--- config.mk ---
export PLATFORM = sky130hd
export DESIGN_NAME = rvcDecodeTop
export DESIGN_NICKNAME = d
export VERILOG_FILES = /design/src/common/rvcDecodePkg.sv /design/src/operand/rvcImmGen.sv /design/src/operand/rvcOperandForm.sv /design/src/operand/rvcRegMap.sv /design/src/rvcClassify.sv /design/src/rvcDecodeTop.sv /design/src/rvcOpFifo.sv
export VERILOG_INCLUDE_DIRS = /design/src /design/src/common
export SDC_FILE = /design/constraint.sdc
export NUM_CORES = 1
export LEC_CHECK = 0
export BUFFER_PORTS_ARGS = -buffer_cell sky130_fd_sc_hd__buf_2
export CORE_MARGIN = 10
export CORE_UTILIZATION = 35
export CTS_CLUSTER_DIAMETER = 100
export CTS_CLUSTER_SIZE = 30
export DETAILED_ROUTE_END_ITERATION = 10
export GPL_ROUTABILITY_DRIVEN = 1
export GPL_TIMING_DRIVEN = 0
export SYNTH_ARGS = -nofsm -noshare
export SYNTH_HDL_FRONTEND = slang
export SYNTH_SLANG_ARGS = --single-unit
--- constraint.sdc ---
create_clock -name clock -period 13.2 [get_ports clock]
set_input_delay 2.64 -clock clock [delete_from_list [all_inputs] [get_ports clock]]
set_output_delay 2.64 -clock clock [all_outputs]
set_load 0.05 [all_outputs]
--- src/common/rvcDecode_params.svh ---
// register numbers, micro-op classes and operand forms
// sub-op, index type, access width and condition codes, FIFO depth
`ifndef RVC_DECODE_PARAMS_SVH
`define RVC_DECODE_PARAMS_SVH

`define RVC_GPR_W 7

// plain GPRs
`define RVC_GR_R2 7'h02
`define RVC_GR_R3 7'h03
`define RVC_GR_R4 7'h04
`define RVC_GR_R5 7'h05
`define RVC_GR_R7 7'h07
`define RVC_GR_R8 7'h08
`define RVC_GR_R9 7'h09
`define RVC_GR_R10 7'h0A
`define RVC_GR_R11 7'h0B
`define RVC_GR_R12 7'h0C
`define RVC_GR_R13 7'h0D
`define RVC_GR_SP 7'h0F

// special registers, kept clear of the direct range 16..31
`define RVC_GR_ZZR 7'h40
`define RVC_GR_LR 7'h41
`define RVC_GR_GBR 7'h42
`define RVC_GR_DLR 7'h43
`define RVC_GR_IMM 7'h44 // operand comes from the immediate
`define RVC_GR_BPC 7'h45

`define RVC_UCMD_NOP 6'h00
`define RVC_UCMD_MOV_RM 6'h01
`define RVC_UCMD_MOV_MR 6'h02
`define RVC_UCMD_MOV_IR 6'h03
`define RVC_UCMD_ALU3 6'h04
`define RVC_UCMD_BRA 6'h08
`define RVC_UCMD_JMP 6'h09
`define RVC_UCMD_JSR 6'h0A
`define RVC_UCMD_JCMP 6'h0B
`define RVC_UCMD_OP_IXT 6'h0C
`define RVC_UCMD_INVOP 6'h3F

`define RVC_FMID_INV 5'h00
`define RVC_FMID_Z 5'h01
`define RVC_FMID_REG 5'h02
`define RVC_FMID_REGREG 5'h03
`define RVC_FMID_LDREGDISPREG 5'h04
`define RVC_FMID_LDDI4SPREG 5'h05
`define RVC_FMID_IMM8REG 5'h06
`define RVC_FMID_REGPC 5'h07
`define RVC_FMID_PCDISP8 5'h08

`define RVC_UCIX_ADD 6'h00
`define RVC_UCIX_SUB 6'h01
`define RVC_UCIX_ADDSL 6'h02
`define RVC_UCIX_SUBSL 6'h03
`define RVC_UCIX_AND 6'h05
`define RVC_UCIX_OR 6'h06
`define RVC_UCIX_XOR 6'h07
`define RVC_UCIX_LDIX 6'h10
`define RVC_UCIX_JCMP_QEQ 6'h20
`define RVC_UCIX_JCMP_QNE 6'h21
`define RVC_UCIX_IXT_SYSE 6'h30

`define RVC_ITY_SB 4'h0
`define RVC_ITY_SW 4'h1
`define RVC_ITY_UB 4'h2
`define RVC_ITY_UW 4'h3

`define RVC_BTY_SW 3'b010 // 32-bit access
`define RVC_BTY_SQ 3'b011 // 64-bit access

`define RVC_IXC_AL 3'b000
`define RVC_IUC_SC 3'b001

`define RVC_FIFO_DEPTH 4

`endif

--- src/common/rvcDecodePkg.sv ---
// decoder types: both views of an RVC word, the classified word,
// the finished micro-op and the immediate kinds
`include "rvcDecode_params.svh"

package rvcDecodePkg;

	// layout with 5-bit register fields
	typedef struct packed {
		logic [2:0] funct3;
		logic bit12;
		logic [4:0] rd;
		logic [4:0] rs2;
		logic [1:0] quadrant;
	} rvcFullS;

	// layout with 3-bit register fields
	typedef struct packed {
		logic [2:0] funct3;
		logic [2:0] hi3;
		logic [2:0] rs1c; // rd'/rs1' at 9:7
		logic [1:0] mid2;
		logic [2:0] rdc; // rd'/rs2' at 4:2
		logic [1:0] quadrant;
	} rvcCompactS;

	typedef union packed {
		rvcFullS full;
		rvcCompactS compact;
	} rvcWordU;

	// one classified word as it travels through the FIFO
	typedef struct packed {
		rvcWordU word;
		logic [5:0] nmid;
		logic [4:0] fmid;
		logic [3:0] ity;
		logic [2:0] bty;
		logic [5:0] ucmdIx;
	} rvcClassS;

	typedef struct packed {
		logic [8:0] uCmd; // condition code above class
		logic [8:0] uIxt;
		logic [`RVC_GPR_W-1:0] regN;
		logic [`RVC_GPR_W-1:0] regM;
		logic [`RVC_GPR_W-1:0] regO;
		logic [32:0] imm;
	} rvcUopS;

	typedef enum logic [3:0] {
		immNone = 4'd0,
		imm6Alu = 4'd1,
		imm4Lw = 4'd2,
		imm4Qw = 4'd3,
		imm6LwLd = 4'd4,
		imm6QwLd = 4'd5,
		imm6LwSt = 4'd6,
		imm6QwSt = 4'd7,
		imm6A16Sp = 4'd8,
		imm6Lui = 4'd9,
		imm11J = 4'd10,
		imm8Jcc = 4'd11
	} rvcImmKindE;

endpackage

--- src/operand/rvcImmGen.sv ---
// immediate gathering for all RVC layouts, kind select
// and sign extension to 33 bits
`timescale 1ns/10ps

module rvcImmGen (
	input rvcDecodePkg::rvcWordU word,
	input rvcDecodePkg::rvcImmKindE kind,
	output logic [32:0] imm
);

	logic [11:0] alu6;
	logic [11:0] ofs4Lw;
	logic [11:0] ofs4Qw;
	logic [11:0] ofs6LwLd;
	logic [11:0] ofs6QwLd;
	logic [11:0] ofs6LwSt;
	logic [11:0] ofs6QwSt;
	logic [11:0] a16Sp;
	logic [11:0] jmp;
	logic [11:0] bcc;
	logic [11:0] sel;

	assign alu6 = {{7{word[12]}}, word[6:2]};
	assign ofs4Lw = {5'b0, word[5], word[12:10], word[6], 2'b00};
	assign ofs4Qw = {4'b0, word[6:5], word[12:10], 3'b000};
	assign ofs6LwLd = {4'b0, word[3:2], word[12], word[6:4], 2'b00};
	assign ofs6QwLd = {3'b0, word[4:2], word[12], word[6:5], 3'b000};
	assign ofs6LwSt = {4'b0, word[8:7], word[12:9], 2'b00};
	assign ofs6QwSt = {3'b0, word[9:7], word[12:10], 3'b000};
	assign a16Sp = {{3{word[12]}}, word[4:3], word[5], word[2], word[6], 4'h0};

	// scrambled jump and branch offsets, bit 0 always zero
	assign jmp = {word[12], word[8], word[10], word[9], word[6], word[7],
		word[2], word[11], word[5], word[4], word[3], 1'b0};
	assign bcc = {{4{word[12]}}, word[6:5], word[2], word[11:10], word[4:3], 1'b0};

	always_comb begin
		case (kind)
			rvcDecodePkg::imm6Alu: sel = alu6;
			rvcDecodePkg::imm4Lw: sel = ofs4Lw;
			rvcDecodePkg::imm4Qw: sel = ofs4Qw;
			rvcDecodePkg::imm6LwLd: sel = ofs6LwLd;
			rvcDecodePkg::imm6QwLd: sel = ofs6QwLd;
			rvcDecodePkg::imm6LwSt: sel = ofs6LwSt;
			rvcDecodePkg::imm6QwSt: sel = ofs6QwSt;
			rvcDecodePkg::imm6A16Sp: sel = a16Sp;
			rvcDecodePkg::imm11J: sel = {jmp[11], jmp[11:1]}; // halved
			rvcDecodePkg::imm8Jcc: sel = {bcc[11], bcc[11:1]};
			default: sel = '0; // none, lui handled below
		endcase
	end

	// upper immediate sits 12 bits up, the rest sign-extends from bit 11
	assign imm = (kind == rvcDecodePkg::imm6Lui) ?
		{{9{alu6[11]}}, alu6, 12'h000} : {{21{sel[11]}}, sel};

endmodule

--- src/operand/rvcOperandForm.sv ---
// consumer stage: operand and immediate choice per form,
// registered micro-op output
`timescale 1ns/10ps
`include "rvcDecode_params.svh"

module rvcOperandForm (
	input logic clock,
	input logic rstN,
	input logic qValid,
	output logic qReady,
	input rvcDecodePkg::rvcClassS qHead,
	output logic outValid,
	input logic outReady,
	output rvcDecodePkg::rvcUopS uop
);

	logic [`RVC_GPR_W-1:0] rdFull;
	logic [`RVC_GPR_W-1:0] rs2Full;
	logic [`RVC_GPR_W-1:0] rdCompact;
	logic [`RVC_GPR_W-1:0] rs2Compact;
	logic [32:0] imm;
	logic isQw;
	logic [8:0] memIxt;
	localparam logic [8:0] brIxt = {`RVC_IUC_SC, 2'b01, 1'b1, 3'b001};
	rvcDecodePkg::rvcImmKindE kind;
	rvcDecodePkg::rvcUopS nxt;

	rvcRegMap regMap (
		.word(qHead.word),
		.rdFull(rdFull),
		.rs2Full(rs2Full),
		.rdCompact(rdCompact),
		.rs2Compact(rs2Compact)
	);

	rvcImmGen immGen (
		.word(qHead.word),
		.kind(kind),
		.imm(imm)
	);

	assign isQw = (qHead.bty[1:0] == 2'b11);
	assign memIxt = {`RVC_IUC_SC, qHead.bty[1:0], 1'b0, 3'b000};

	always_comb begin
		nxt.uCmd = {`RVC_IXC_AL, qHead.nmid};
		nxt.uIxt = {`RVC_IUC_SC, qHead.ucmdIx};
		nxt.regN = `RVC_GR_ZZR;
		nxt.regM = `RVC_GR_ZZR;
		nxt.regO = `RVC_GR_ZZR;
		kind = rvcDecodePkg::immNone;
		case (qHead.fmid)
			`RVC_FMID_Z: ; // all ZZR, no immediate
			`RVC_FMID_REG: begin
				nxt.regM = rdFull; // jump target
				nxt.regN = `RVC_GR_LR;
			end
			`RVC_FMID_REGREG: begin
				nxt.regN = (qHead.ity == `RVC_ITY_UB) ? rdCompact : rdFull;
				nxt.regM = (qHead.ity == `RVC_ITY_UB) ? rdCompact : rdFull;
				nxt.regO = (qHead.ity == `RVC_ITY_UB) ? rs2Compact : rs2Full;
			end
			`RVC_FMID_LDREGDISPREG: begin
				nxt.uIxt = memIxt;
				nxt.regO = `RVC_GR_IMM;
				kind = isQw ? rvcDecodePkg::imm4Qw : rvcDecodePkg::imm4Lw;
				// stores swap base and data register
				nxt.regM = (qHead.ity == `RVC_ITY_UB) ? rdCompact : rs2Compact;
				nxt.regN = (qHead.ity == `RVC_ITY_UB) ? rs2Compact : rdCompact;
			end
			`RVC_FMID_LDDI4SPREG: begin
				nxt.uIxt = memIxt;
				nxt.regM = `RVC_GR_SP;
				nxt.regO = `RVC_GR_IMM;
				if (qHead.ity == `RVC_ITY_UB) begin
					nxt.regN = rs2Full;
					kind = isQw ? rvcDecodePkg::imm6QwSt : rvcDecodePkg::imm6LwSt;
				end else begin
					nxt.regN = rdFull;
					kind = isQw ? rvcDecodePkg::imm6QwLd : rvcDecodePkg::imm6LwLd;
				end
			end
			`RVC_FMID_IMM8REG: begin
				nxt.regN = (qHead.ity == `RVC_ITY_UW) ? rdCompact : rdFull;
				nxt.regM = (qHead.ity == `RVC_ITY_UW) ? rdCompact : rdFull;
				nxt.regO = `RVC_GR_IMM;
				case (qHead.ity)
					`RVC_ITY_SW: kind = rvcDecodePkg::imm6Lui;
					`RVC_ITY_UB: kind = rvcDecodePkg::imm6A16Sp;
					default: kind = rvcDecodePkg::imm6Alu;
				endcase
			end
			`RVC_FMID_REGPC: begin
				nxt.uIxt = brIxt;
				kind = rvcDecodePkg::imm8Jcc;
				// compare-with-zero branches test rs1' instead of BPC
				nxt.regM = (qHead.ity == `RVC_ITY_UW) ? rdCompact : `RVC_GR_BPC;
				nxt.regO = (qHead.ity == `RVC_ITY_UW) ? `RVC_GR_ZZR : rdFull;
			end
			`RVC_FMID_PCDISP8: begin
				nxt.uIxt = brIxt;
				nxt.regM = `RVC_GR_BPC;
				nxt.regO = `RVC_GR_IMM;
				kind = rvcDecodePkg::imm11J;
			end
			default: begin // INV and any unknown form
				nxt.uCmd = {`RVC_IXC_AL, `RVC_UCMD_INVOP};
				nxt.uIxt = '0;
			end
		endcase
		nxt.imm = imm;
	end

	assign qReady = !outValid || outReady;

	always_ff @(posedge clock) begin
		if (!rstN)
			outValid <= 1'b0;
		else if (qReady)
			outValid <= qValid;
	end

	always_ff @(posedge clock) begin
		if (qValid && qReady)
			uop <= nxt;
	end

endmodule

--- src/operand/rvcRegMap.sv ---
// register-number maps for 5-bit and compact 3-bit fields
`timescale 1ns/10ps
`include "rvcDecode_params.svh"

module rvcRegMap (
	input rvcDecodePkg::rvcWordU word,
	output logic [`RVC_GPR_W-1:0] rdFull,
	output logic [`RVC_GPR_W-1:0] rs2Full,
	output logic [`RVC_GPR_W-1:0] rdCompact,
	output logic [`RVC_GPR_W-1:0] rs2Compact
);

	// low half of the register space, upper eight entries double as compact map
	function automatic logic [`RVC_GPR_W-1:0] mapLow(input logic [3:0] idx);
		case (idx)
			4'h0: mapLow = `RVC_GR_ZZR;
			4'h1: mapLow = `RVC_GR_LR;
			4'h2: mapLow = `RVC_GR_SP;
			4'h3: mapLow = `RVC_GR_GBR;
			4'h4: mapLow = `RVC_GR_R4;
			4'h5: mapLow = `RVC_GR_R5;
			4'h6: mapLow = `RVC_GR_DLR;
			4'h7: mapLow = `RVC_GR_R7;
			4'h8: mapLow = `RVC_GR_R8;
			4'h9: mapLow = `RVC_GR_R9;
			4'hA: mapLow = `RVC_GR_R10;
			4'hB: mapLow = `RVC_GR_R11;
			4'hC: mapLow = `RVC_GR_R12;
			4'hD: mapLow = `RVC_GR_R13;
			4'hE: mapLow = `RVC_GR_R2;
			4'hF: mapLow = `RVC_GR_R3;
		endcase
	endfunction

	function automatic logic [`RVC_GPR_W-1:0] mapFull(input logic [4:0] f);
		return f[4] ? {2'b00, f} : mapLow(f[3:0]); // x16..x31 pass straight
	endfunction

	assign rdFull = mapFull(word.full.rd);
	assign rs2Full = mapFull(word.full.rs2);
	assign rdCompact = mapLow({1'b1, word.compact.rs1c});
	assign rs2Compact = mapLow({1'b1, word.compact.rdc});

endmodule

--- src/rvcClassify.sv ---
// producer stage: opcode pattern match into class fields
// and the output register that holds one classified word
`timescale 1ns/10ps
`include "rvcDecode_params.svh"

module rvcClassify (
	input logic clock,
	input logic rstN,
	input logic inValid,
	output logic inReady,
	input rvcDecodePkg::rvcWordU inWord,
	output logic clsValid,
	input logic clsReady,
	output rvcDecodePkg::rvcClassS cls
);

	rvcDecodePkg::rvcClassS dec;

	function automatic rvcDecodePkg::rvcClassS mkCls(
		input logic [5:0] nmid,
		input logic [4:0] fmid,
		input logic [5:0] ucmdIx,
		input logic [3:0] ity,
		input logic [2:0] bty
	);
		rvcDecodePkg::rvcClassS c;
		c = '0;
		c.nmid = nmid;
		c.fmid = fmid;
		c.ucmdIx = ucmdIx;
		c.ity = ity;
		c.bty = bty;
		return c;
	endfunction

	always_comb begin
		casez (inWord)
			// quadrant 0, funct3=100 is reserved and falls to default
			16'b000_???_???_??_???_00:
				dec = mkCls(`RVC_UCMD_ALU3, `RVC_FMID_IMM8REG, `RVC_UCIX_ADD, `RVC_ITY_SB, '0);
			16'b010_???_???_??_???_00:
				dec = mkCls(`RVC_UCMD_MOV_MR, `RVC_FMID_LDREGDISPREG, '0, `RVC_ITY_SB, `RVC_BTY_SW);
			16'b0?1_???_???_??_???_00:
				dec = mkCls(`RVC_UCMD_MOV_MR, `RVC_FMID_LDREGDISPREG, '0, `RVC_ITY_SB, `RVC_BTY_SQ);
			16'b110_???_???_??_???_00:
				dec = mkCls(`RVC_UCMD_MOV_RM, `RVC_FMID_LDREGDISPREG, '0, `RVC_ITY_UB, `RVC_BTY_SW);
			16'b1?1_???_???_??_???_00:
				dec = mkCls(`RVC_UCMD_MOV_RM, `RVC_FMID_LDREGDISPREG, '0, `RVC_ITY_UB, `RVC_BTY_SQ);

			16'b000_???_???_??_???_01:
				dec = mkCls(`RVC_UCMD_ALU3, `RVC_FMID_IMM8REG, `RVC_UCIX_ADD, `RVC_ITY_SB, '0);
			16'b001_???_???_??_???_01:
				dec = mkCls(`RVC_UCMD_ALU3, `RVC_FMID_IMM8REG, `RVC_UCIX_ADDSL, `RVC_ITY_SB, '0);
			16'b010_???_???_??_???_01:
				dec = mkCls(`RVC_UCMD_MOV_IR, `RVC_FMID_IMM8REG, `RVC_UCIX_LDIX, `RVC_ITY_SB, '0);
			16'b011_???_???_??_???_01: begin
				if (inWord.full.rd == 5'd2) // stack adjust
					dec = mkCls(`RVC_UCMD_ALU3, `RVC_FMID_IMM8REG, `RVC_UCIX_ADD,
						`RVC_ITY_UB, '0);
				else
					dec = mkCls(`RVC_UCMD_MOV_IR, `RVC_FMID_IMM8REG, `RVC_UCIX_LDIX,
						`RVC_ITY_SW, '0);
			end
			16'b100_011_???_00_???_01:
				dec = mkCls(`RVC_UCMD_ALU3, `RVC_FMID_REGREG, `RVC_UCIX_SUB, `RVC_ITY_UB, '0);
			16'b100_011_???_01_???_01:
				dec = mkCls(`RVC_UCMD_ALU3, `RVC_FMID_REGREG, `RVC_UCIX_XOR, `RVC_ITY_UB, '0);
			16'b100_011_???_10_???_01:
				dec = mkCls(`RVC_UCMD_ALU3, `RVC_FMID_REGREG, `RVC_UCIX_OR, `RVC_ITY_UB, '0);
			16'b100_011_???_11_???_01:
				dec = mkCls(`RVC_UCMD_ALU3, `RVC_FMID_REGREG, `RVC_UCIX_AND, `RVC_ITY_UB, '0);
			16'b100_?10_???_??_???_01: // and with immediate
				dec = mkCls(`RVC_UCMD_ALU3, `RVC_FMID_IMM8REG, `RVC_UCIX_AND, `RVC_ITY_UW, '0);
			16'b100_111_???_00_???_01:
				dec = mkCls(`RVC_UCMD_ALU3, `RVC_FMID_REGREG, `RVC_UCIX_SUBSL, `RVC_ITY_UB, '0);
			16'b100_111_???_01_???_01:
				dec = mkCls(`RVC_UCMD_ALU3, `RVC_FMID_REGREG, `RVC_UCIX_ADDSL, `RVC_ITY_UB, '0);
			16'b101_???_???_??_???_01:
				dec = mkCls(`RVC_UCMD_BRA, `RVC_FMID_PCDISP8, '0, `RVC_ITY_SB, '0);
			16'b110_???_???_??_???_01:
				dec = mkCls(`RVC_UCMD_JCMP, `RVC_FMID_REGPC, `RVC_UCIX_JCMP_QEQ, `RVC_ITY_UW, '0);
			16'b111_???_???_??_???_01:
				dec = mkCls(`RVC_UCMD_JCMP, `RVC_FMID_REGPC, `RVC_UCIX_JCMP_QNE, `RVC_ITY_UW, '0);

			16'b010_???_???_??_???_10:
				dec = mkCls(`RVC_UCMD_MOV_MR, `RVC_FMID_LDDI4SPREG, '0, `RVC_ITY_SB, `RVC_BTY_SW);
			16'b0?1_???_???_??_???_10:
				dec = mkCls(`RVC_UCMD_MOV_MR, `RVC_FMID_LDDI4SPREG, '0, `RVC_ITY_SB, `RVC_BTY_SQ);
			16'b100_???_???_??_???_10: begin
				// bit12 picks add over move, rs2=0 makes it a jump
				if (inWord.full.rs2 != 5'd0)
					dec = inWord.full.bit12 ?
						mkCls(`RVC_UCMD_ALU3, `RVC_FMID_REGREG, `RVC_UCIX_ADD, `RVC_ITY_SB, '0) :
						mkCls(`RVC_UCMD_MOV_IR, `RVC_FMID_REGREG, `RVC_UCIX_LDIX, `RVC_ITY_SB, '0);
				else if (inWord.full.rd != 5'd0)
					dec = inWord.full.bit12 ?
						mkCls(`RVC_UCMD_JSR, `RVC_FMID_REG, `RVC_UCIX_ADD, `RVC_ITY_SB, '0) :
						mkCls(`RVC_UCMD_JMP, `RVC_FMID_REG, `RVC_UCIX_LDIX, `RVC_ITY_SB, '0);
				else
					dec = mkCls(`RVC_UCMD_OP_IXT, `RVC_FMID_Z, `RVC_UCIX_IXT_SYSE,
						`RVC_ITY_SB, '0);
			end
			16'b110_???_???_??_???_10:
				dec = mkCls(`RVC_UCMD_MOV_RM, `RVC_FMID_LDDI4SPREG, '0, `RVC_ITY_UB, `RVC_BTY_SW);
			16'b1?1_???_???_??_???_10:
				dec = mkCls(`RVC_UCMD_MOV_RM, `RVC_FMID_LDDI4SPREG, '0, `RVC_ITY_UB, `RVC_BTY_SQ);

			16'b???_???_???_??_???_11: // 32-bit space, not handled here
				dec = mkCls(`RVC_UCMD_NOP, `RVC_FMID_Z, '0, `RVC_ITY_SB, '0);
			default:
				dec = mkCls(`RVC_UCMD_INVOP, `RVC_FMID_INV, '0, `RVC_ITY_SB, '0);
		endcase
		dec.word = inWord;
	end

	assign inReady = !clsValid || clsReady;

	always_ff @(posedge clock) begin
		if (!rstN)
			clsValid <= 1'b0;
		else if (inReady)
			clsValid <= inValid;
	end

	always_ff @(posedge clock) begin
		if (inValid && inReady)
			cls <= dec;
	end

endmodule

--- src/rvcDecodeTop.sv ---
// top level: producer, FIFO and consumer in a chain
`timescale 1ns/10ps

module rvcDecodeTop (
	input logic clock,
	input logic rstN,
	input logic inValid,
	output logic inReady,
	input rvcDecodePkg::rvcWordU inWord,
	output logic outValid,
	input logic outReady,
	output rvcDecodePkg::rvcUopS uop
);

	logic clsValid;
	logic clsReady;
	rvcDecodePkg::rvcClassS cls;
	logic qValid;
	logic qReady;
	rvcDecodePkg::rvcClassS qHead;

	rvcClassify classify (
		.clock(clock),
		.rstN(rstN),
		.inValid(inValid),
		.inReady(inReady),
		.inWord(inWord),
		.clsValid(clsValid),
		.clsReady(clsReady),
		.cls(cls)
	);

	rvcOpFifo opFifo (
		.clock(clock),
		.rstN(rstN),
		.clsValid(clsValid),
		.clsReady(clsReady),
		.cls(cls),
		.qValid(qValid),
		.qReady(qReady),
		.qHead(qHead)
	);

	rvcOperandForm operandForm (
		.clock(clock),
		.rstN(rstN),
		.qValid(qValid),
		.qReady(qReady),
		.qHead(qHead),
		.outValid(outValid),
		.outReady(outReady),
		.uop(uop)
	);

endmodule

--- src/rvcOpFifo.sv ---
// circular FIFO of classified words between producer and consumer
`timescale 1ns/10ps
`include "rvcDecode_params.svh"

module rvcOpFifo (
	input logic clock,
	input logic rstN,
	input logic clsValid,
	output logic clsReady,
	input rvcDecodePkg::rvcClassS cls,
	output logic qValid,
	input logic qReady,
	output rvcDecodePkg::rvcClassS qHead
);

	localparam int depth = `RVC_FIFO_DEPTH;
	localparam int ptrW = (depth > 1) ? $clog2(depth) : 1;
	localparam int cntW = $clog2(depth + 1);

	rvcDecodePkg::rvcClassS mem [depth];
	logic [ptrW-1:0] wrPtr;
	logic [ptrW-1:0] rdPtr;
	logic [cntW-1:0] count;
	logic doWrite;
	logic doRead;

	function automatic logic [ptrW-1:0] nextPtr(input logic [ptrW-1:0] p);
		return (p == ptrW'(depth - 1)) ? '0 : p + 1'b1;
	endfunction

	assign clsReady = (count != cntW'(depth));
	assign qValid = (count != '0);
	assign qHead = mem[rdPtr];
	assign doWrite = clsValid && clsReady;
	assign doRead = qValid && qReady;

	always_ff @(posedge clock) begin
		if (!rstN) begin
			wrPtr <= '0;
			rdPtr <= '0;
			count <= '0;
		end else begin
			if (doWrite)
				wrPtr <= nextPtr(wrPtr);
			if (doRead)
				rdPtr <= nextPtr(rdPtr);
			if (doWrite && !doRead)
				count <= count + 1'b1;
			else if (doRead && !doWrite)
				count <= count - 1'b1;
		end
	end

	always_ff @(posedge clock) begin
		if (doWrite)
			mem[wrPtr] <= cls;
	end

endmodule
Yosys cells after proc, flatten, opt, wreduce, memory -nomap -nowiden
Memories as Yosys holds them, arrays and structs flattened. A register that Yosys moved wholly into a read port is not among the register bits.
Cells that the tools add are included.
{ "word_totals": {"regBits": 121, "latchBits": 0, "ram_bits": 160, "mem_bits_ro": 160, "in_bits": 20, "out_inout_bits": 74, "wordCells": 153, "n_memories": 3} }
{ "op_classes": {"add_sub_neg": 4, "multipliers": 0, "div_mod_pow": 0, "order_cmp": 0, "eq_ne": 65, "n_shift": 0, "muxes": 38, "bitwise": 0, "reduce_logical": 24} }
{ "memory_table": {"columns": ["memory", "depth", "word_bits", "read_ports", "rd_ports_with_merged_regs", "write_ports", "line_no", "source"], "rows": [
  ["opFifo.mem", 4, 40, 1, 1, 1, "rvcOpFifo.sv:20", "rvcDecodePkg::rvcClassS mem [depth];"],
  ["(no name shown)", 16, 5, 1, 0, 0, "rvcRegMap.sv:15", "case (idx)"],
  ["(no name shown)", 16, 5, 1, 0, 0, "rvcRegMap.sv:15", null]
]} }
{ "op_table": {"columns": ["cell", "n"], "rows": [
  ["24-bit one-hot mux with 24 select lines", 1],
  ["12-bit one-hot mux with 10 select lines", 1],
  ["7-bit one-hot mux with 8 select lines", 2],
  ["7-bit two-way mux", 10],
  ["10-bit equality test (second input constant)", 6],
  ["7-bit one-hot mux with 7 select lines", 1],
  ["24-bit two-way mux", 2],
  ["21-bit two-way mux", 2],
  ["7-bit one-hot mux with 3 select lines", 2],
  ["7-bit one-hot mux with 5 select lines", 1],
  ["33-bit two-way mux", 1],
  ["5-bit equality test (second input constant)", 6],
  ["5-bit by 3-bit equality test with 1-bit output (second input constant)", 5],
  ["5-bit by 4-bit equality test with 1-bit output (second input constant)", 5],
  ["3-bit equality test (second input constant)", 8],
  ["4-bit by 3-bit equality test with 1-bit output (second input constant)", 6],
  ["4-bit equality test (second input constant)", 6],
  ["20-bit two-way mux", 1],
  ["4-bit one-hot mux with 5 select lines", 1],
  ["4-bit by 2-bit equality test with 1-bit output (second input constant)", 4],
  ["5-bit by 2-bit equality test with 1-bit output (second input constant)", 3],
  ["3-bit by 2-bit equality test with 1-bit output (second input constant)", 4],
  ["5-bit by 1-bit equality test with 1-bit output (second input constant)", 2],
  ["5-bit nonzero test", 2],
  ["23 further kinds", 49]
]} }

Logic depth before layout (Yosys ltp)
Gate-level depths: netlist (run 1).
{ "depth": {"ltp_word": 7, "ltp_mapped": 14, "depth_no_buf": 9} }

Cells and area by module
Synthesis (run 1) repeated with hierarchy kept, for this count alone.
{ "unflattened": {"cells_unflattened": 821, "hier_area_um2": 12480.7} }
{ "by_module_without_submodules": {"columns": ["module", "n_inst", "cells_per_inst", "area_each_um2", "seq_area_each_um2"], "rows": [
  ["rvcOpFifo", 1, 260, 6246.0, 4984.8],
  ["rvcOperandForm", 1, 245, 3395.8, 2031.9],
  ["rvcClassify", 1, 137, 1644.1, 1041.0],
  ["rvcImmGen", 1, 107, 730.7, 0.0],
  ["rvcRegMap", 1, 72, 464.2, 0.0]
]} }

Worst setup path after synthesis (run 1)
OpenSTA, ideal clock, no wires.
{ "synth_path": {"path_type": "input port to flip-flop", "from": "input port outReady", "to": "register opFifo.count[2]", "setup_ps": 76, "arrival_time_ps": 6513, "required_time_ps": 13124, "setup_slack_ps": 6611, "cell_stages": 9, "path_buffers": 0, "cell_sequence": "inv_1 > a21oi_1 > inv_1 > ha_1 > inv_1 > fa_1 > xor2_1 > or3_1 > a21boi_0"} }
{ "synth_between": {"elab_chain_cells": 5, "elab_cells_between_ends": 7, "cone_classes": "1 x mux; 6 x reduce/logical"} }
{ "synth_rtl": {"columns": ["element", "line_no", "source"], "rows": [
  ["start, declared", "rvcDecodeTop.sv:11", "input logic outReady,"],
  ["1-bit logical OR *", "rvcOperandForm.sv:114", "assign qReady = !outValid || outReady;"],
  ["1-bit logical AND *", "rvcOpFifo.sv:35", "assign doRead = qValid && qReady;"],
  ["via opFifo.doRead", "rvcOpFifo.sv:25", "logic doRead;"],
  ["1-bit zero test", "rvcOpFifo.sv:47", "if (doWrite && !doRead)"],
  ["1-bit logical AND", "rvcOpFifo.sv:47", null],
  ["3-bit two-way mux or 2-bit nonzero test (tied branches)", null, null],
  ["end signal, assigned", "rvcOpFifo.sv:48", "count <= count + 1'b1;"],
  ["end signal, assigned", "rvcOpFifo.sv:50", "count <= count - 1'b1;"],
  ["end, declared", "rvcOpFifo.sv:23", "logic [cntW-1:0] count;"]
]} }
Mark *: on every way through the listed nets, which the timed path passes. The rest lies on a longest branch.
A chain may end at the register's enable or synchronous reset.

Worst setup path after layout (run 1)
Ends and elaborated chain as after synthesis.

==> impl_metrics.csv, run 1 <==
group,metric,value,unit
clock_tree,htreeDepth,1,
logic_synthesis,yosysTopAreaCell,"edfxtp_1",
logic_synthesis,synth.distinct_cells,67,
sta,fmax,0.228,GHz
clock_tree,clk_pin_slew,0.10,ns
detailed_routing,drc_errors,0,
logic_synthesis,netlist_top_cells_area,"edfxtp_1 (60%), mux4_2 (6.8%), ha_1 (2.8%), dfxtp_1 (2.3%), o21ai_0 (2.2%)",
final_layout,antennaDiodeCount,0,
logic_synthesis,synth_common_cells,"edfxtp_1 (192), nor2_1 (43), nand2_1 (42), o21ai_0 (42), a21oi_1 (39)",
global_route,grt_pass1_wl,33900,um
die,die_h,185,um
worst_setup_path,cp-end-kind,"flop",
pwr,p_per_area,249,mW/mm^2
sta,fin_crit,4.38,ns
placement,pre_cts_slack,8.30,ns
worst_setup_path,crit_type,"in -> reg",
global_route,grt_pass1_vias,5972,
logic_synthesis,synth_mux_area_frac,0.0803,
sta,rsz0062_at_grt,"no",
sta,worst_slack,8.82,ns
sta,drv_slew,0,
sta,setup_tns,0,ns
logic_synthesis,synthesis.area,0.00954,sq mm
die,core.rowCount,60,
worst_setup_path,cp_max_fo,19,
logic_synthesis,avgSynthCellArea,13.7,sq um
clock_tree,postCtsSetupBuffers,0,
sta,period_share,0.332,
clock_tree,clkLatencyLatePin,0.47,ns
sta,setup_viol,0,
flow_run,cap_viol_max_count,0,
global_route,antenna_found_initial,0,
logic_synthesis,synth_edf_count,192,
sta,worst_pin_slew,0.871,ns
clock_tree,cts_sinks,203,
clock_tree,cts_root_buffer,"clkbuf_16",
logic_synthesis,synthAdderAreaFrac,0.0297,
logic_synthesis,synth-seq-cells,203,
clock_tree,tritoncts,"done",
placement,dpl_cell_area,0.0105,sq mm
sta,finalHoldViolCount,0,
detailed_routing,drtAntennaViolNets,0,
placement,dp_hpwl,15400,um
worst_setup_path,rrSetupSlack,8.90,ns
die,die_area,0.0343,sq mm
detailed_routing,finalWirelength,21400,um
detailed_routing,drtPass1Iterations,5,
detailed_routing,via_count,5868,
logic_synthesis,synth_top_family_by_area,"compound AO/OA/AOI/OAI gates",
clock_tree,cts_buffers,11,
global_route,gr-total-overflow,0,
logic_synthesis,synth-compound-area-share,0.109,
status,status,"finished, final reports clean",
worst_setup_path,setup.worst_path.start,"outReady",
die,io-pin-count,94,
final_layout,layoutNonFillerInstCount,1145,
placement,gp_congestion,0.940,
detailed_routing,drt-initial-drc-count,495,
logic_synthesis,synth-simple-area-share,0.101,
sta,max-slew-margin-rel,0.418,
global_route,grt_max_degree,32,
logic_synthesis,synthArstFlopShare,0,
pwr,ir_drop,0.0770,mV
final_layout,fillers,2527,
clock_tree,cts_max_path_buffers,3,
die,start_util,0.355,
clock_tree,cts_hold_buffers,0,
logic_synthesis,synth_cells,695,
pwr,p_leak,3.84,nW
logic_synthesis,synth_xor_area_frac,0.00459,
detailed_routing,drt-vias-per-instance,5.12,
die,core-area,0.0269,sq mm
placement,dp.cells,1128,
detailed_routing,wl_per_cell,18.7,um
hold_path,min_from,"classify.cls[9]",
logic_synthesis,ys_warn_count,0,
logic_synthesis,synth_flop_cell,"edfxtp_1",
global_route,grt_use_total,0.125,
final_layout,final_layout_size_suffix_gt1_frac,0.243,
placement,port_buffers,83,
worst_setup_path,required,13.59,ns
clock_tree,cts_resized,0,
hold_path,hold_class,"reg -> reg",
logic_synthesis,synth_top_area_share,0.605,
sta,skew,0.0174,ns
worst_setup_path,worst_setup_path_start_kind,"input pin",
final_layout,stdcell_area,0.0108,sq mm
worst_setup_path,worstPathArrival,4.77,ns
logic_synthesis,yosysSeqAreaShare,0.628,
logic_synthesis,yosysMostFrequentCell,"edfxtp_1",
die,die_w,185,um
final_layout,nets,842,
final_layout,area_growth,13.4,%
==> registers in the layout, summed over array words and instances, names as in the netlist, named ones only <==
register / cells
opFifo.mem: 116
operandForm.uop: 47
classify.cls: 29
opFifo.count: 3
opFifo.rdPtr: 2
opFifo.wrPtr: 2
classify.clsValid: 1
operandForm.outValid: 1
==> where the power goes <==
part	switching (mW)	total, mW	internal (mW)
Sequential	0.0442	0.919	0.875
Combinational	0.985	1.41	0.422
Clock	0.204	0.366	0.162
Total	1.23	2.69	1.46
==> cell families after synthesis <==
kind of cell	after synthesis
flops	203
simple gates	184
compound gates	157
buf+inv	83
mux	40
fa+ha+maj	22
xor+xnor	5
other cells	1
==> through the flow <==
step	total power, mW	util	hold WS, ns
floorplan	1.99	-	0.459
global placement	2.34	0.387	0.467
detailed placement	2.35	0.390	0.484
CTS	2.71	0.402	0.510
global route	2.86	0.402	0.535
finish	2.69	0.402	0.507
==> worst max-delay path, stage by stage <==
cell and delay [ns]:
buf_2 0.07, inv_1 0.06, a21oi_4 0.70, inv_1 0.20, ha_1 0.29, inv_1 0.08, fa_1 0.18, xor2_1 0.07
or3_1 0.30, a21boi_0 0.16
==> cell type report <==
class                      instances  area [sq um]  area share
multi-input combinational        416          3160       0.292
sequential                       203          5990       0.554
timing repair buffer              85           463      0.0428
inverter                          23          86.3     0.00799
clock buffer                      13           283      0.0262
clock inverter                     4          43.8     0.00405
buffer                            60           365      0.0338
tap                              341           427      0.0395
==> cells in the final DEF, fill, tap and decap left out, types with 4 or more instances in the layout <==
cell / Yosys / layout
edfxtp_1: 192 / 192
buf_2: 10 / 93
nor2_1: 43 / 43
nand2_1: 42 / 42
o21ai_0: 42 / 42
a21oi_1: 39 / 38
mux4_2: 29 / 29
buf_4: 27 / 27
inv_1: 22 / 22
clkbuf_1: 20 / 22
ha_1: 21 / 21
nor2b_1: 15 / 15
nand3_1: 13 / 13
nand2b_1: 13 / 13
nor3_1: 12 / 12
dfxtp_1: 11 / 11
clkbuf_16: 0 / 11
or3_1: 9 / 9
mux2i_1: 9 / 9
conb_1: 1 / 8
and2_1: 11 / 7
a21boi_0: 7 / 7
o22ai_1: 6 / 6
a31oi_1: 7 / 6
or2_2: 5 / 5
o32ai_1: 5 / 5
a22o_1: 5 / 5
o2111ai_1: 5 / 5
o211ai_1: 4 / 4
a221oi_1: 4 / 4
nand3b_1: 4 / 4
and3_1: 4 / 4
and2_2: 0 / 4
==> metal layers <==
layer / track usage / wire, um
met5: 0 / 0
met4: 0.0228 / 350
met2: 0.198 / 9660
met1: 0.173 / 10000
met3: 0.0263 / 1430
==> final timing paths <==
check	to	cells past startpoint
hold / removal	opFifo.mem[0][9]	0
setup / recovery	opFifo.count[2]	10
hold reg to reg	opFifo.mem[0][9]	0
setup reg to reg	operandForm.uop[2]	13
(Power assumes the default switching activity.)
==> run 2: changes to the inputs <==
==> constraint.sdc (replaced) <==
create_clock -name clock -period 3.9 [get_ports clock]
set_input_delay 0.78 -clock clock [delete_from_list [all_inputs] [get_ports clock]]
set_output_delay 0.78 -clock clock [all_outputs]
set_load 0.05 [all_outputs]
==> run 2 against run 1 <==
Effect of this change: critical path depth unchanged; largest cell class unchanged; highest routed layer unchanged; register-to-register slack worse by 8.6 ns; critical path type is now reg -> reg; flip-flop and latch count unchanged; non-clock buffer count down 2.
==> impl_metrics.csv, run 2 (same netlist as run 1, synthesis figures left out) <==
group,metric,value,unit
final_layout,final_common_cell,"edfxtp_1",
clock_tree,postCtsSetupBuffers,0,
worst_setup_path,max_stage_delay,0.68,ns
placement,dpl_cell_area,0.0105,sq mm
final_layout,reg_top3,"opFifo.mem (116), operandForm.uop (47), classify.cls (29)",
detailed_routing,drt-vias-per-instance,5.20,
global_route,antenna_found_initial,0,
pwr,p_int,4.94,mW
sta,setup_tns,0,ns
final_layout,fin_util,0.402,
die,start_util,0.355,
global_route,grt_max_degree,32,
sta,finalHoldViolCount,0,
final_layout,stdcell_area,0.0108,sq mm
detailed_routing,drtPass1Iterations,5,
detailed_routing,drtAntennaViolNets,0,
global_route,gr-total-overflow,0,
global_route,grt_pass1_wl,34500,um
sta,setup_viol,0,
clock_tree,htreeDepth,1,
worst_setup_path,required,4.10,ns
clock_tree,cts_buffers,11,
global_route,grt_util_met2,0.200,
sta,rsz0062_at_grt,"no",
flow_run,cap_viol_max_count,0,
pwr,p_per_area,846,mW/mm^2
detailed_routing,drc_errors,0,
final_layout,largest_reg_flops,116,
worst_setup_path,cp_num_buf_inv,3,
sta,worst_slack,0.314,ns
worst_setup_path,cp_top_family,"buffers and inverters",
die,die_area,0.0343,sq mm
clock_tree,cts_hold_buffers,0,
sta,fmax,0.279,GHz
pwr,pwr-share-comb,0.523,
global_route,grt.busiest_layer,"met2",
worst_setup_path,cp-end-kind,"flop",
global_route,grt_pass1_vias,5960,
clock_tree,tritoncts,"done",
sta,period_share,0.920,
clock_tree,cts_max_path_buffers,3,
worst_setup_path,worst_setup_path_start_kind,"flop",
sta,fin_crit,3.59,ns
worst_setup_path,slowest_stage,"nor4b_1",
pwr,ir_drop,0.348,mV
die,io-pin-count,94,
sta,drv_slew,0,
worst_setup_path,cp_cell_sequence,"buf_2 > buf_2 > mux4_2 > inv_1 > ha_1 > nor2_1 > nor4b_1 > nor2_1 > a21oi_1 > o2111ai_1",
pwr,power_frac_clock,0.136,
detailed_routing,finalWirelength,21900,um
global_route,grt_use_total,0.127,
detailed_routing,via_count,5938,
final_layout,area_growth,13.2,%
die,die_w,185,um
sta,max-slew-margin-rel,0.408,
detailed_routing,drt-initial-drc-count,499,
detailed_routing,wl_per_cell,19.2,um
placement,gp_congestion,0.926,
clock_tree,clk_pin_slew,0.10,ns
clock_tree,clkLatencyLatePin,0.47,ns
final_layout,nets,840,
sta,skew,0.0119,ns
die,core-area,0.0269,sq mm
placement,pre_cts_slack,-0.416,ns
placement,port_buffers,83,
pwr,p_sw,4.19,mW
final_layout,regMostFlops,"opFifo.mem",
worst_setup_path,worstPathArrival,3.79,ns
clock_tree,cts_sinks,203,
worst_setup_path,cp_max_fo,19,
clock_tree,cts_root_buffer,"clkbuf_16",
pwr,p_leak,3.84,nW
worst_setup_path,crit_type,"reg -> reg",
sta,worst_pin_slew,0.886,ns
status,status,"finished, final reports clean",
final_layout,final_cell_mix,"edfxtp_1 (192), buf_2 (92), nor2_1 (43), nand2_1 (42), o21ai_0 (42)",
pwr,seqPwrFrac,0.341,
hold_path,hold_class,"in -> reg",
final_layout,final_layout_size_suffix_gt1_frac,0.248,
final_layout,antennaDiodeCount,0,
die,core.rowCount,60,
pwr,switching_share,0.459,
global_route,grtUsageMet3,0.0217,
die,die_h,185,um
global_route,use_met1,0.182,
placement,dp_hpwl,15600,um
-- run 2: cell types whose count changed in the layout (fill, tap and decap cells not counted) --
cell	previous run	this run
ha_1	21	20
clkbuf_2	0	1
clkinvlp_4	1	0
ha_2	0	1
clkinv_2	0	1
buf_12	1	2
inv_6	1	2
buf_4	27	28
buf_2	93	92
clkbuf_1	22	17
clkinv_1	1	0
buf_16	1	0
-- run 2: worst reg2reg max path: stages, from the launching register on --
cell and delay, ns:
dfxtp_1 0.42, buf_2 0.32, buf_2 0.51, mux4_2 0.53
inv_1 0.18, ha_1 0.27, nor2_1 0.06, nor4b_1 0.68
nor2_1 0.08, a21oi_1 0.16, o2111ai_1 0.13
-- run 2: repair_timing --
| item | CTS | global route |
|---|---|---|
| pin swaps | 0 | 0 |
| gates cloned | 0 | 0 |
| endpoints found under the setup margin | 17 | 8 |
| resized for setup | 3 | 1 |
-- run 2: layout make-up --
type,instances,area [sq um]
Multi-Input combinational cell,416,3160
Tap cell,341,427
Inverter,23,87.6
Sequential cell,203,5990
Clock buffer,11,275
Buffer,58,362
Clock inverter,4,45.0
Timing Repair Buffer,85,455
Fill cell,2549,16100
-- run 2: power by group through the flow --
stage,logic (mW),registers (mW),clock network [mW]
CTS,4.79,3.13,1.29
global route,5.15,3.17,1.38
floorplan,2.68,4.06,0
finish,4.78,3.12,1.24
global placement,4.72,3.19,0
detailed placement,4.78,3.18,0
-- run 2: final timing paths --
| path | cells after the start | to | start | slack [ns] |
|---|---|---|---|---|
| hold / removal | 1 | classify.cls[26] | inWord[2] | 0.50 |
| setup reg to reg | 10 | operandForm.uop[43] | flop | 0.31 |
| hold reg to reg | 0 | opFifo.mem[2][15] | classify.cls[15] | 0.51 |
| setup / recovery | 10 | operandForm.uop[43] | flop | 0.31 |
-- run 2: metrics by stage --
stage | hold slack [ns] | std cells | power (mW)
6_report | 0.504 | 1141 | 9.13
2_1_floorplan | 0.459 | 702 | 6.73
4_1_cts | 0.488 | 1142 | 9.21
5_1_grt | 0.486 | 1141 | 9.70
3_3_place_gp | 0.473 | 1126 | 7.91
3_5_place_dp | 0.488 | 1128 | 7.96
-- run 2: layer usage --
layer | vias to the layer above | part of all wire
met3 | 20 | 0.053
met1 | 2914 | 0.47
met5 | - | 0
met2 | 177 | 0.47
met4 | 0 | 0.012
li1 | 2827 | -
